===== src/include/daq_tx_config.svh =====
`ifndef DAQ_TX_CONFIG_SVH
`define DAQ_TX_CONFIG_SVH

////////////////////////////////////////
// Word geometry
////////////////////////////////////////

`define DAQ_WORD_W 16 // Serializer word, two octets
`define DAQ_K_W 2     // One K flag per octet, bit 0 goes out first

////////////////////////////////////////
// 8b/10b octets
////////////////////////////////////////

`define K28_5 8'hBC    // Comma
`define D16_2 8'h50    // Second half of /I2/
`define K27_7 8'hFB    // /S/ start of packet
`define K29_7 8'hFD    // /T/ end of packet
`define K23_7 8'hF7    // /R/ carrier extend
`define PRMBL 8'h55    // Preamble octet
`define SOF_BYTE 8'hD5 // Start of frame delimiter

////////////////////////////////////////
// Ordered-set words, high octet on the left
////////////////////////////////////////

`define IDLE2_W {`D16_2, `K28_5}
`define SOP_PRE_W {`PRMBL, `K27_7}
`define PREAMBLE_W {`PRMBL, `PRMBL}
`define SOF_PRE_W {`SOF_BYTE, `PRMBL}
`define EOP_W {`K23_7, `K29_7}
`define CEXT_W {`K23_7, `K23_7}

// Ethernet CRC-32, reflected, seeded with all ones and inverted at the end
`define CRC_POLY 32'hEDB88320

// Plain preamble words between the SOP word and the SOF word
`define PREAMBLE_WORDS 3

`endif


===== src/rtl/daq_tx_pkg.sv =====
package daq_tx_pkg;

	////////////////////////////////////////
	// Ordered-set codes, ROM address
	////////////////////////////////////////

	typedef enum logic [2:0]
	{
		OS_IDLE = 3'd0, // /I2/ between packets
		OS_SOP  = 3'd1, // /S/ with first preamble octet
		OS_PRE  = 3'd2, // Plain preamble
		OS_SOF  = 3'd3, // Last preamble octet and SFD
		OS_DATA = 3'd4, // Payload or CRC slot, word comes from elsewhere
		OS_EOP  = 3'd5, // /T/ /R/
		OS_CEXT = 3'd6  // /R/ /R/
	} os_code_t;

	////////////////////////////////////////
	// Frame sequencer states
	////////////////////////////////////////

	typedef enum logic [2:0]
	{
		ST_IDLE     = 3'd0,
		ST_PREAMBLE = 3'd1, // SOP, preamble and SOF words
		ST_DATA     = 3'd2, // Acknowledge high
		ST_CRC_HI   = 3'd3,
		ST_CRC_LO   = 3'd4,
		ST_EOP      = 3'd5,
		ST_CEXT     = 3'd6
	} frm_state_t;

endpackage


===== src/rtl/frame_ctrl_if.sv =====
`timescale 1ns/1ps

`include "daq_tx_config.svh"

// Per-cycle frame controls, sequencer to CRC and output mux
interface frame_ctrl_if;

	logic clr_crc;                    // Seed pulse, last preamble cycle
	logic crc_calc;                   // Payload word taken this cycle
	logic crc_vld;                    // CRC word slot this cycle
	logic [`DAQ_WORD_W-1:0] rom_word; // Registered ordered-set word
	logic [`DAQ_K_W-1:0] rom_k;       // Its K flags

	modport seq
	(
		output clr_crc, crc_calc, crc_vld, rom_word, rom_k
	);

	modport crc
	(
		input clr_crc, crc_calc, crc_vld
	);

	modport mux
	(
		input crc_calc, crc_vld, rom_word, rom_k
	);

endinterface


===== src/rtl/frame_sequencer.sv =====
`timescale 1ns/1ps

`include "daq_tx_config.svh"

module frame_sequencer
(
	input logic usr_clk_wordwise,
	input logic arst,
	input logic txd_vld_i,
	output logic tx_ack_o,
	frame_ctrl_if.seq ctrl
);

	localparam logic [2:0] PRE_LAST = 3'(`PREAMBLE_WORDS + 1); // SOF slot

	daq_tx_pkg::frm_state_t state;
	daq_tx_pkg::frm_state_t state_nxt;
	daq_tx_pkg::os_code_t os_code;
	logic [2:0] pre_cnt; // Word index inside the preamble
	logic crc_first;     // Drain cycle after the last payload word

	////////////////////////////////////////
	// State machine
	////////////////////////////////////////

	always_comb
	begin
		state_nxt = state;
		case (state)
			daq_tx_pkg::ST_IDLE:
				if (txd_vld_i)
					state_nxt = daq_tx_pkg::ST_PREAMBLE; // Request sampled
			daq_tx_pkg::ST_PREAMBLE:
				if (pre_cnt == PRE_LAST)
					state_nxt = daq_tx_pkg::ST_DATA;
			daq_tx_pkg::ST_DATA:
				if (!txd_vld_i)
					state_nxt = daq_tx_pkg::ST_CRC_HI; // User ended the payload
			daq_tx_pkg::ST_CRC_HI: state_nxt = daq_tx_pkg::ST_CRC_LO;
			daq_tx_pkg::ST_CRC_LO: state_nxt = daq_tx_pkg::ST_EOP;
			daq_tx_pkg::ST_EOP: state_nxt = daq_tx_pkg::ST_CEXT;
			default: state_nxt = daq_tx_pkg::ST_IDLE; // CEXT slot issues the idle gap
		endcase
	end

	always_ff @(posedge usr_clk_wordwise or posedge arst)
	begin
		if (arst)
		begin
			state <= daq_tx_pkg::ST_IDLE;
			pre_cnt <= 3'd0;
		end
		else
		begin
			state <= state_nxt;
			if (state == daq_tx_pkg::ST_PREAMBLE)
				pre_cnt <= pre_cnt + 3'd1;
			else
				pre_cnt <= 3'd0;
		end
	end

	////////////////////////////////////////
	// Controls
	////////////////////////////////////////

	// Codes lead the state names by one slot: the cycle where the user drops
	// the request already carries the CRC high word
	assign crc_first = (state == daq_tx_pkg::ST_DATA) && !txd_vld_i;

	assign tx_ack_o = (state == daq_tx_pkg::ST_DATA);
	assign ctrl.crc_calc = tx_ack_o && txd_vld_i;                   // One word taken
	assign ctrl.crc_vld = crc_first || (state == daq_tx_pkg::ST_CRC_HI); // Both CRC words
	assign ctrl.clr_crc = (state == daq_tx_pkg::ST_PREAMBLE) && (pre_cnt == PRE_LAST);

	// State to ordered-set code
	always_comb
	begin
		case (state)
			daq_tx_pkg::ST_PREAMBLE:
				if (pre_cnt == 3'd0)
					os_code = daq_tx_pkg::OS_SOP;
				else if (pre_cnt == PRE_LAST)
					os_code = daq_tx_pkg::OS_SOF;
				else
					os_code = daq_tx_pkg::OS_PRE;
			daq_tx_pkg::ST_DATA: os_code = daq_tx_pkg::OS_DATA;
			daq_tx_pkg::ST_CRC_HI: os_code = daq_tx_pkg::OS_DATA; // CRC low slot
			daq_tx_pkg::ST_CRC_LO: os_code = daq_tx_pkg::OS_EOP;
			daq_tx_pkg::ST_EOP: os_code = daq_tx_pkg::OS_CEXT;
			default: os_code = daq_tx_pkg::OS_IDLE;
		endcase
	end

	////////////////////////////////////////
	// Ordered-set ROM, word and K flag
	////////////////////////////////////////

	always_ff @(posedge usr_clk_wordwise or posedge arst)
	begin
		if (arst)
		begin
			ctrl.rom_word <= `IDLE2_W;
			ctrl.rom_k <= 2'b01;
		end
		else
		begin
			case (os_code)
				daq_tx_pkg::OS_SOP:
				begin
					ctrl.rom_word <= `SOP_PRE_W;
					ctrl.rom_k <= 2'b01; // K27.7 in the low octet
				end
				daq_tx_pkg::OS_PRE:
				begin
					ctrl.rom_word <= `PREAMBLE_W;
					ctrl.rom_k <= 2'b00;
				end
				daq_tx_pkg::OS_SOF:
				begin
					ctrl.rom_word <= `SOF_PRE_W;
					ctrl.rom_k <= 2'b00;
				end
				daq_tx_pkg::OS_DATA:
				begin
					ctrl.rom_word <= '0; // Replaced by the mux
					ctrl.rom_k <= 2'b00;
				end
				daq_tx_pkg::OS_EOP:
				begin
					ctrl.rom_word <= `EOP_W;
					ctrl.rom_k <= 2'b11;
				end
				daq_tx_pkg::OS_CEXT:
				begin
					ctrl.rom_word <= `CEXT_W;
					ctrl.rom_k <= 2'b11;
				end
				default:
				begin
					ctrl.rom_word <= `IDLE2_W;
					ctrl.rom_k <= 2'b01; // Comma low
				end
			endcase
		end
	end

endmodule


===== src/rtl/crc32_word_gen.sv =====
`timescale 1ns/1ps

`include "daq_tx_config.svh"

module crc32_word_gen
(
	input logic usr_clk_wordwise,
	input logic arst,
	input logic [`DAQ_WORD_W-1:0] txd_i,
	frame_ctrl_if.crc ctrl,
	output logic [`DAQ_WORD_W-1:0] crc_word_o
);

	logic [31:0] crc_reg;
	logic [31:0] crc_nxt;
	logic crc_half; // Set once the high word has gone out

	// Fold one word, low octet first, bit 0 first
	always_comb
	begin
		crc_nxt = crc_reg;
		for (int i = 0; i < `DAQ_WORD_W; i++)
		begin
			if (crc_nxt[0] ^ txd_i[i])
				crc_nxt = (crc_nxt >> 1) ^ `CRC_POLY;
			else
				crc_nxt = crc_nxt >> 1;
		end
	end

	always_ff @(posedge usr_clk_wordwise or posedge arst)
	begin
		if (arst)
		begin
			crc_reg <= '1;
			crc_half <= 1'b0;
		end
		else
		begin
			if (ctrl.clr_crc)
				crc_reg <= '1; // Seed
			else if (ctrl.crc_calc)
				crc_reg <= crc_nxt;

			// Toggle on each CRC slot, back to the high half after two
			if (ctrl.clr_crc)
				crc_half <= 1'b0;
			else if (ctrl.crc_vld)
				crc_half <= ~crc_half;
		end
	end

	////////////////////////////////////////
	// Inverted result, high half first
	////////////////////////////////////////

	assign crc_word_o = crc_half ? ~crc_reg[15:0] : ~crc_reg[31:16];

endmodule


===== src/rtl/tx_word_mux.sv =====
`timescale 1ns/1ps

`include "daq_tx_config.svh"

module tx_word_mux
(
	input logic usr_clk_wordwise,
	input logic arst,
	input logic [`DAQ_WORD_W-1:0] txd_i,
	input logic [`DAQ_WORD_W-1:0] crc_word_i,
	frame_ctrl_if.mux ctrl,
	output logic [`DAQ_WORD_W-1:0] mgt_tx_data_o,
	output logic [`DAQ_K_W-1:0] mgt_tx_k_o
);

	logic [`DAQ_WORD_W-1:0] data_d; // Payload, aligned with the ROM
	logic [`DAQ_WORD_W-1:0] crc_d;
	logic calc_d;
	logic vld_d;

	// Payload alignment stage
	always_ff @(posedge usr_clk_wordwise)
	begin
		data_d <= txd_i;
		crc_d <= crc_word_i;
	end

	always_ff @(posedge usr_clk_wordwise or posedge arst)
	begin
		if (arst)
		begin
			calc_d <= 1'b0;
			vld_d <= 1'b0;
		end
		else
		begin
			calc_d <= ctrl.crc_calc;
			vld_d <= ctrl.crc_vld;
		end
	end

	////////////////////////////////////////
	// Output register to the serializer
	////////////////////////////////////////

	always_ff @(posedge usr_clk_wordwise or posedge arst)
	begin
		if (arst)
		begin
			mgt_tx_data_o <= `IDLE2_W;
			mgt_tx_k_o <= 2'b01;
		end
		else if (vld_d)
		begin
			mgt_tx_data_o <= crc_d; // CRC is plain data
			mgt_tx_k_o <= 2'b00;
		end
		else if (calc_d)
		begin
			mgt_tx_data_o <= data_d;
			mgt_tx_k_o <= 2'b00;
		end
		else
		begin
			mgt_tx_data_o <= ctrl.rom_word;
			mgt_tx_k_o <= ctrl.rom_k;
		end
	end

endmodule


===== src/rtl/daq_optical_tx.sv =====
`timescale 1ns/1ps

`include "daq_tx_config.svh"

module daq_optical_tx
(
	input logic usr_clk_wordwise,
	input logic arst,
	input logic [`DAQ_WORD_W-1:0] txd_i,     // Payload word
	input logic txd_vld_i,                   // Request, held for the whole payload
	output logic tx_ack_o,                   // Payload window open
	output logic [`DAQ_WORD_W-1:0] mgt_tx_data_o,
	output logic [`DAQ_K_W-1:0] mgt_tx_k_o
);

	logic [`DAQ_WORD_W-1:0] crc_word; // Current CRC half

	frame_ctrl_if ctrl ();

	frame_sequencer u_seq
	(
		.usr_clk_wordwise (usr_clk_wordwise),
		.arst (arst),
		.txd_vld_i (txd_vld_i),
		.tx_ack_o (tx_ack_o),
		.ctrl (ctrl.seq)
	);

	crc32_word_gen u_crc
	(
		.usr_clk_wordwise (usr_clk_wordwise),
		.arst (arst),
		.txd_i (txd_i),
		.ctrl (ctrl.crc),
		.crc_word_o (crc_word)
	);

	tx_word_mux u_mux
	(
		.usr_clk_wordwise (usr_clk_wordwise),
		.arst (arst),
		.txd_i (txd_i),
		.crc_word_i (crc_word),
		.ctrl (ctrl.mux),
		.mgt_tx_data_o (mgt_tx_data_o),
		.mgt_tx_k_o (mgt_tx_k_o)
	);

endmodule


===== config.mk =====
export PLATFORM = sky130hd
export DESIGN_NAME = daq_optical_tx
export DESIGN_NICKNAME = d
export VERILOG_FILES = /design/src/rtl/daq_tx_pkg.sv /design/src/rtl/frame_ctrl_if.sv /design/src/rtl/frame_sequencer.sv /design/src/rtl/crc32_word_gen.sv /design/src/rtl/tx_word_mux.sv /design/src/rtl/daq_optical_tx.sv
export VERILOG_INCLUDE_DIRS = /design/src /design/src/include
export SDC_FILE = /design/constraint.sdc
export NUM_CORES = 1
export LEC_CHECK = 0
export BUFFER_PORTS_ARGS = -buffer_cell sky130_fd_sc_hd__buf_2
export CORE_MARGIN = 3
export CORE_UTILIZATION = 60
export DETAILED_ROUTE_END_ITERATION = 6
export PLACE_DENSITY_LB_ADDON = 0.1
export SKIP_LAST_GASP = 1
export SLEW_MARGIN = 20
export SYNTH_ARGS = -nofsm -noshare
export SYNTH_HDL_FRONTEND = slang
export SYNTH_SLANG_ARGS = --single-unit

===== constraint.sdc =====
create_clock -name usr_clk_wordwise -period 2.9 [get_ports usr_clk_wordwise]
set_input_delay 0.58 -clock usr_clk_wordwise [delete_from_list [all_inputs] [get_ports usr_clk_wordwise]]
set_output_delay 0.58 -clock usr_clk_wordwise [all_outputs]
set_load 0.005 [all_outputs]

-- Yosys cells after proc, flatten, opt, wreduce, memory -nomap -nowiden
Cells that the tools add are included.
Widths: inputs -> output; s select.
- reduce and logical (&&, ||, !) cells: 13
- $add $sub $neg: 1
- bitwise gates (word level): 35
- equal/unequal tests: 15
- mux-type cells: 35
- operators with widths (cell ; count):
    $mux 32 ; 18
    $not 13->14 ; 16
    $pmux 16 s6 ; 1
    $mux 16 ; 3
    $not 16->16 ; 2
    $eq 3x3->1 const B ; 6
    $pmux 3 s6 ; 1
    $xor 1x1->1 ; 16
    $mux 3 ; 5
    $eq 3x2->1 const B ; 4
    $pmux 3 s4 ; 1
    $eq 3x1->1 const B ; 2
    $logic_not 3->1 ; 2
    $ne 2x2->1 const B ; 3
    $mux 2 ; 2
    $pmux 2 s2 ; 1
    $reduce_bool 2->1 ; 2
    $reduce_or 2->1 ; 2
    $add 3x1->3 const B ; 1
    $logic_and 1x1->1 ; 3
    $mux 1 ; 3
    $reduce_and 3->1 ; 1
    $reduce_or 3->1 ; 1
    $logic_not 1->1 ; 1
    2 further kinds ; 2
- word-level logic and storage cells: 111
- bits of input ports: 19
- output and inout bits: 19
- flip-flop bits (word level): 109

-- Longest topological paths before layout
Gate-level depths: netlist of run 1.
- depth in word-level cells: 34
- gate-level depth with buffers: 9
- mapped depth without buffers: 7

-- Cells and area by module
From an unflattened synthesis of run 1, not the netlist that was laid out.
- cell total of the unflattened synthesis: 478
- area total of the unflattened synthesis: 5636.7 µm²
- modules (own cells, without submodules) (module ; times used ; cells each ; area each (µm²)):
    crc32_word_gen ; 1 ; 277 ; 3229.3
    tx_word_mux ; 1 ; 108 ; 1516.5
    frame_sequencer ; 1 ; 93 ; 890.9

-- Worst setup path after synthesis of run 1
OpenSTA, ideal clock, no wires.
- kind: input -> register
- start point: input port txd_i[5]
- end point: register u_crc.crc_reg[19]
- arrival: 2.519 ns
- path slack: 0.308 ns
- path buffers: 0
- stages on the path: 6
- data required time: 2.827 ns
- cells stage by stage: xnor2_2 xnor3_2 xor2_4 xnor3_1 xnor3_1 a21oi_1
- longest elaborated chain between the ends: 21
- elaborated cells on any way between the ends: 26
- ends and longest elaborated chain (item ; line ; source):
    start, declared ; daq_optical_tx.sv:9 ; input logic [`DAQ_WORD_W-1:0] txd_i,
    $xor 1x1->1 (*) ; crc32_word_gen.sv:24 ; if (crc_nxt[0] ^ txd_i[i])
    $mux 32 (*) (2 in series) ; crc32_word_gen.sv:24 ;
    $not 13->14 (no source line) ; - ;
    $mux 32 (*) ; crc32_word_gen.sv:24 ;
    $not 13->14 (no source line) ; - ;
    $mux 32 (*) (2 in series) ; crc32_word_gen.sv:24 ;
    $not 13->14 (no source line) ; - ;
    $mux 32 (*) ; crc32_word_gen.sv:24 ;
    (+3 left out) ; - ;
    $not 13->14 (no source line) ; - ;
    $mux 32 (*) ; crc32_word_gen.sv:24 ;
    $not 13->14 (no source line) ; - ;
    $mux 32 (*) ; crc32_word_gen.sv:24 ;
    $not 13->14 (no source line) ; - ;
    $mux 32 (*) ; crc32_word_gen.sv:24 ;
    $mux 32 (*) ; crc32_word_gen.sv:42 ; else if (ctrl.crc_calc)
    $mux 32 (*) ; crc32_word_gen.sv:40 ; if (ctrl.clr_crc)
    end signal, assigned ; crc32_word_gen.sv:43 ; crc_reg <= crc_nxt;
    end, declared ; crc32_word_gen.sv:14 ; logic [31:0] crc_reg;
Mark *: on every way between the ends. The rest lies on a longest branch, timed or not. The select of a mux whose other input is x is not followed.
A chain may end at the register's enable or synchronous reset.

-- Final worst setup path of run 1
- start point: register u_crc.crc_reg[5]
- end point: register u_crc.crc_reg[26]
- longest elaborated chain between the ends: 23
- elaborated cells on any way between the ends: 28
- ends and longest elaborated chain (item ; line):
    $mux 32 (*) (5 in series) ; crc32_word_gen.sv:24
    $xor 1x1->1 (*) ; crc32_word_gen.sv:24
    $mux 32 (*) (6 in series) ; crc32_word_gen.sv:24
    $xor 1x1->1 ; crc32_word_gen.sv:24
    $mux 32 (*) ; crc32_word_gen.sv:24
    $not 13->14 (no source line) ; -
    $mux 32 (*) (2 in series) ; crc32_word_gen.sv:24
    $not 13->14 (no source line) ; -
    $mux 32 (*) ; crc32_word_gen.sv:24
    $not 13->14 (no source line) ; -
    $mux 32 (*) ; crc32_word_gen.sv:24
    $mux 32 (*) ; crc32_word_gen.sv:42
    $mux 32 (*) ; crc32_word_gen.sv:40
Marks and branches as above.

==> impl_metrics.ini, run 1 <==
[outcome]
outcome = complete, no violations

[placement]
port_buffers = 37
numPlacedInstances = 575
dp_hpwl_um = 8560
gp_congestion = 0.917
place_area_um2 = 5590

[synth]
synth_top_cell_by_area = dfstp_2
synthTopCellsByArea = dfstp_2 (23%), xnor2_1 (13%), dfxtp_1 (13%)
yosysWarnings = 0
synthFlopType = dfstp_2
syn_avg_cell_area_um2 = 12.2
synth_top_cell_area_share_pct = 23.2
netlist_area_um2 = 5100
syn_nets = 441
synth_cells = 420
synth_edf_count = 0
ys_ff_latch = 100
ys_seq_area_share_pct = 47.0
synthArstFlopShare_pct = 68.0
yosysUniqueCellTypes = 34

[layout]
num-fill-cells = 606
register_area_um2 = 2400
multi_input_area_um2 = 2620
postLayoutCellArea_um2 = 5780
syn_to_final_growth_pct = 13.3
mostFrequentLayoutCell = xnor2_1
stdcell_count = 591
num_antenna_cells = 0
largest_register_ff_count = 32
layout-drive-gt1-share_pct = 31.9
final_cell_mix = xnor2_1 (77), dfstp_2 (45), buf_2 (37), a21oi_1 (34), dfxtp_1 (32)
nets = 502

[worst_setup_path]
critPathArrivalTime_ps = 2920
startpoint_type = register
crit_type = reg -> reg
critPathRequiredTime_ps = 3180
path_max_fanout = 4
reg2regPathDepth = 7
endpoint_kind = register

[global_route]
antenna_found_initial = 0
grt.overflow.total = 0
grt_max_degree = 38
grt_usage_pct = 25.1
grt_pass1_wl_um = 18400
first_global_vias = 3343

[timing]
fin_crit_sh_pct = 91.2
finalCriticalPeriod_ps = 2640
final_max_slew_viol_count = 0
tns_ps = 0
tightest_slew_ps = 1020
finClkSkew_ps = 14.5
rsz0062_at_grt = no
slew_headroom_pct = 32.2
timing.final.hold_violations = 0
setup_viol = 0
fmax_ghz = 0.378

[floorplanning]
rows = 33
dieArea_um2 = 9650
ios = 38
start_util_pct = 61.8
die_h_um = 98.2
die_x_um = 98.2
core_um2 = 8260

[cts]
cts_buffers = 9
clock-sinks = 100
path_clk_slew_ps = 110
cts-root-buf = clkbuf_8
clockBufferDepth = 2
post_cts_buffers = 0
worstSkewPairLatency_ps = 360
cts_tree = done
cts-resized-gates = 0
htreeDepth = 3
cts_hold_buf = 0

[routing]
drc_errors = 0
dr_total_vias = 3124
dr.pass1.iters = 4
detail_route.wl_per_cell_um = 19.1
ant_nets = 0
wirelength_um = 11300
drt-initial-drc-count = 158
via_per_inst = 5.29

[job]
drv_cap = 0

[worst_hold_path]
min_path_type = in -> async
==> path summary, 6_finish.rpt <==
| path | end | start | slack [ps] |
|---|---|---|---|
| min reg2reg | u_mux.mgt_tx_data_o[5] | u_mux.crc_d[5] | 430 |
| min in group usr_clk_wordwise | u_mux.data_d[10] | txd_i[10] | 340 |
| max reg2reg | u_crc.crc_reg[26] | u_crc.crc_reg[5] | 260 |
| max | u_crc.crc_reg[26] | u_crc.crc_reg[5] | 260 |
| min | u_seq.ctrl.rom_word[1] | arst | 330 |
| max in group asynchronous | u_crc.crc_reg[6] | arst | 1850 |
==> area by class of cell <==
class / instances / area share (%)
Sequential cell: 100 / 41.5
Tap cell: 105 / 2.27
Timing Repair Buffer: 66 / 7.18
Clock inverter: 6 / 0.973
Multi-Input combinational cell: 296 / 45.2
Clock buffer: 10 / 2.38
Inverter: 8 / 0.519
==> per-layer routing <==
metal | GRT usage [%] | part of all wire (%)
met4 | 5.36 | 0.94
met1 | 36.7 | 46
met5 | 0 | 0
met3 | 3.64 | 4.5
met2 | 40.2 | 49
==> through the flow <==
stage	utilization [%]	hold WS [ps]	setup slack, ps
global placement	67.7	400	135
CTS	70.0	337	240
global route	70.0	332	163
finish	70.0	327	255
floorplan	-	388	308
detailed placement	67.7	414	105
==> worst max-delay path, cell delays in order, from the launching register on <==
cell     delay [ps]
dfstp_2         610
xor2_1          220
xnor3_1         560
xnor2_4         200
buf_4           180
xnor3_1         450
xnor2_1         220
a21oi_1         110
==> cell usage after synthesis, types with 2 or more instances <==
library cell  instances
o211ai_1              5
nor2_1               29
xor2_4                2
dfxtp_1              32
o21ai_0              21
nor2b_1               6
xnor3_1              12
inv_1                 8
nor3b_1               3
mux2i_1              20
clkbuf_1             14
a21oi_1              34
and3_1                2
nand2_1              27
o22a_1                7
a21o_1                2
xnor2_1              77
ha_1                  2
xor2_2                4
dfrtp_1              23
xnor2_2               8
dfstp_2              45
buf_1                 2
xor2_1               16
xnor3_2               4
xnor2_4               7
==> logic make-up (layout without fill, tap and decap cells) <==
family                     Yosys count  in the layout  synth area share (%)
xor gates and xnor gates           132            132                  32.8
DFF                                100            100                  47.0
AOI/OAI and AO/OA                   73             73                  8.26
and+or+nand+nor                     69             69                  5.79
buffers and inverters               24             90                  1.77
muxes                               20             20                  3.92
adders and majority gates            2              2                 0.490
Power of run 1 is not shown: default switching activity piles up to over one toggle a cycle in this logic, so the estimate is an artifact.
==> run 2: changes to the inputs <==
Settings changed: PLACE_DENSITY from default to 0.8, PLACE_DENSITY_LB_ADDON 0.1 to default.
==> run 2 against run 1 <==
Global-route usage decreased by 0.84 points. Via count about the same. Hold slack got worse by 23 ps. Register-to-register slack improved by 30 ps. Routed wire length decreased by 3.8%. Critical path depth unchanged. Die area unchanged.
==> impl_metrics.ini, run 2 (same netlist as run 1, synthesis figures left out) <==
[layout]
num-fill-cells = 596
num_antenna_cells = 0
stdcell_count = 588
layout-drive-gt1-share_pct = 31.3
largest_register_ff_count = 32
nets = 499
syn_to_final_growth_pct = 12.8
final_cell_mix = xnor2_1 (77), dfstp_2 (45), buf_2 (37), a21oi_1 (34), dfxtp_1 (32)
mostFrequentLayoutCell = xnor2_1

[job]
drv_cap = 0

[global_route]
first_global_vias = 3288
grt_pass1_wl_um = 17700
antenna_found_initial = 0
grt.overflow.total = 0
grt_usage_pct = 24.2
grt_max_degree = 39

[floorplanning]
dieArea_um2 = 9650
die_x_um = 98.2
ios = 38
core_um2 = 8260
die_h_um = 98.2
rows = 33
start_util_pct = 61.8

[cts]
htreeDepth = 3
clockBufferDepth = 2
cts_buffers = 9
post_cts_buffers = 0
cts-resized-gates = 0
worstSkewPairLatency_ps = 370
path_clk_slew_ps = 100
clock-sinks = 100
cts_tree = done
cts_hold_buf = 0
cts-root-buf = clkbuf_8

[worst_hold_path]
min_path_type = in -> async

[routing]
detail_route.wl_per_cell_um = 18.5
dr.pass1.iters = 4
drc_errors = 0
ant_nets = 0
wirelength_um = 10900
drt-initial-drc-count = 146
dr_total_vias = 3125
via_per_inst = 5.31

[worst_setup_path]
crit_type = reg -> reg
crit_family = XOR/XNOR gates
critPathArrivalTime_ps = 2920
startpoint_type = register
cp_num_buf_inv = 1
slowest_stage = dfstp_2
path_max_fanout = 4
cpPeakStageDelay_ps = 590
endpoint_kind = register
cpMostUsedCell = xnor3_1
path_cells = xor2_1 > xnor3_1 > xnor2_4 > buf_4 > xnor3_1 > xnor2_1 > a21oi_1
critPathRequiredTime_ps = 3200

[outcome]
outcome = complete, no violations

[timing]
tns_ps = 0
rsz0062_at_grt = no
final_max_slew_viol_count = 0
finClkSkew_ps = 11.1
finalCriticalPeriod_ps = 2620
timing.final.hold_violations = 0
fin_crit_sh_pct = 90.3
tightest_slew_ps = 983
setup_viol = 0
fmax_ghz = 0.382
slew_headroom_pct = 34.5

[placement]
numPlacedInstances = 572
gp_congestion = 0.975
dp_hpwl_um = 8280
port_buffers = 37
[run 2: cell types whose count changed in the layout (fill, tap and decap cells not counted), sizes merged]
cell	change
clkinv	-1
buf	-3
clkinvlp	+1
[run 2: cell type report]
class | count | area (um^2) | share of cell area, %
tap | 105 | 131 | 2.28
timing repair buffer | 63 | 393 | 6.83
clock inverter | 6 | 60.1 | 1.04
sequential | 100 | 2400 | 41.7
clock buffer | 10 | 128 | 2.22
multi-input combinational | 296 | 2620 | 45.4
inverter | 8 | 30.0 | 0.522
[run 2: path summary, 6_finish.rpt]
path                                           endpoint        startpoint  slack (ps)  cells after the start
max in group asynchronous        u_seq.ctrl.rom_word[2]              arst        1890                      3
worst max register to register        u_crc.crc_reg[26]  u_crc.crc_reg[5]         280                      7
worst min register to register  u_mux.mgt_tx_data_o[14]   u_mux.crc_d[14]         420                      2
worst max-delay path                  u_crc.crc_reg[26]  u_crc.crc_reg[5]         280                      7
worst min-delay path             u_mux.mgt_tx_data_o[1]              arst         300                      2
min in group usr_clk_wordwise          u_mux.data_d[10]         txd_i[10]         340                      1
[run 2: per-stage QoR]
stage	hold slack, ps	utilization [%]	instance area [um^2]	setup slack, ps
after floorplan	388	-	5100	308
after global placement	402	67.4	5570	163
after detailed placement	398	67.4	5570	110
after CTS	306	69.7	5760	290
after global routing	318	69.7	5760	164
final	304	69.7	5760	282
[run 2: metal layers]
| layer | vias up | global-route usage [%] | wire, um |
|---|---|---|---|
| met3 | 21 | 5.43 | 478 |
| met1 | 1530 | 31.6 | 4840 |
| met4 | 0 | 8.82 | 283 |
| li1 | 1496 | - | - |
| met2 | 78 | 40.0 | 5280 |
| met5 | - | 0 | 0 |
Power of run 2 is left out for the same reason.
==> run 3: changes to the inputs <==
Settings changed: CORE_UTILIZATION 60 to 45, PLACE_DENSITY 0.8 to default.
==> run 3 against run 2 <==
First-iteration DRC count grew 27%. Flip-flop and latch count is the same. Routed wire length grew 3.5%. Critical path depth unchanged. Register-to-register slack about the same. Design area increased by 2.7%. Sequential share of layout area is 1.1 points lower. Critical path type unchanged.
==> impl_metrics.ini, run 3 (same netlist as run 1, synthesis figures left out) <==
[routing]
drt-initial-drc-count = 186
wirelength_um = 11300
detail_route.wl_per_cell_um = 18.1
drc_errors = 0
ant_nets = 0
dr.pass1.iters = 4
via_per_inst = 4.93
dr_total_vias = 3077

[timing]
tns_ps = 0
timing.final.hold_violations = 0
rsz0062_at_grt = no
tightest_slew_ps = 1050
finalCriticalPeriod_ps = 2610
finClkSkew_ps = 7.23
setup_viol = 0
fmax_ghz = 0.383
fin_crit_sh_pct = 89.9
final_max_slew_viol_count = 0
setup_ws_ps = 292
slew_headroom_pct = 29.7

[layout]
postLayoutCellArea_um2 = 5910
largest_register_ff_count = 32
nets = 500
final_cell_mix = xnor2_1 (77), dfstp_2 (45), buf_2 (37), a21oi_1 (34), dfxtp_1 (32)
layout-drive-gt1-share_pct = 31.2
syn_to_final_growth_pct = 15.8
mostFrequentLayoutCell = xnor2_1
num_antenna_cells = 0

[placement]
dp_worst_setup_slack_ps = 136
port_buffers = 37
dp_hpwl_um = 8650
gp_congestion = 0.876
place_area_um2 = 5620

[floorplanning]
die_x_um = 112
dieArea_um2 = 12700
core_um2 = 11000
rows = 38
start_util_pct = 46.5
die_h_um = 112
ios = 38

[cts]
cts-resized-gates = 0
post_cts_buffers = 0
cts_buffers = 9
path_clk_slew_ps = 70
worstSkewPairLatency_ps = 340
clock-sinks = 100
cts_tree = done
cts_hold_buf = 0
htreeDepth = 3
clockBufferDepth = 2
cts-root-buf = clkbuf_16

[global_route]
grt.overflow.total = 0
grt_usage_pct = 19.3
antenna_found_initial = 0
grt_max_degree = 43
first_global_vias = 3287
grt_pass1_wl_um = 18600

[worst_setup_path]
rrSetupSlack_ps = 290
critPathRequiredTime_ps = 3150
startpoint_type = register
critPathArrivalTime_ps = 2850
endpoint_kind = register
startpoint = u_crc.crc_reg[5]
r2r_start = u_crc.crc_reg[5]
crit_type = reg -> reg
path_max_fanout = 4

[outcome]
outcome = complete, no violations

[worst_hold_path]
min_path_type = in -> async

[job]
drv_cap = 0
## run 3: worst paths after layout
check,end,cells after the start
min reg2reg,u_mux.mgt_tx_data_o[7],2
max in group asynchronous,u_crc.crc_reg[27],3
max reg2reg,u_crc.crc_reg[26],7
min in group usr_clk_wordwise,u_mux.data_d[8],1
min,u_mux.mgt_tx_k_o[1],2
max,u_crc.crc_reg[26],7
## run 3: metrics by stage
stage	hold WS (ps)	instances	utilization [%]
after floorplan	388	420	-
after global placement	402	608	51.2
after detailed placement	412	608	51.2
after CTS	321	624	53.8
after global routing	354	624	53.8
final	305	624	53.8
## run 3: metal layers
metal  track usage (%)  part of all wire [%]
met1              27.1                    47
met2              30.6                    48
met3              3.72                   3.3
met4              5.77                   1.6
met5                 0                     0
## run 3: final cells by class
cell class,instances,area [um^2]
multi-input combinational,296,2620
timing repair buffer,64,400
clock inverter,5,60.1
clock buffer,11,233
sequential,100,2400
inverter,8,30.0
tap,140,175
fill,953,5070
## run 3: worst max-delay path, cell delays in order, from the launching register on
cell,delay (ps)
dfstp_2,580
xor2_1,230
xnor3_1,560
xnor2_4,170
buf_4,170
xnor3_1,480
xnor2_1,220
a21oi_1,100
Power of run 3 is left out for the same reason.
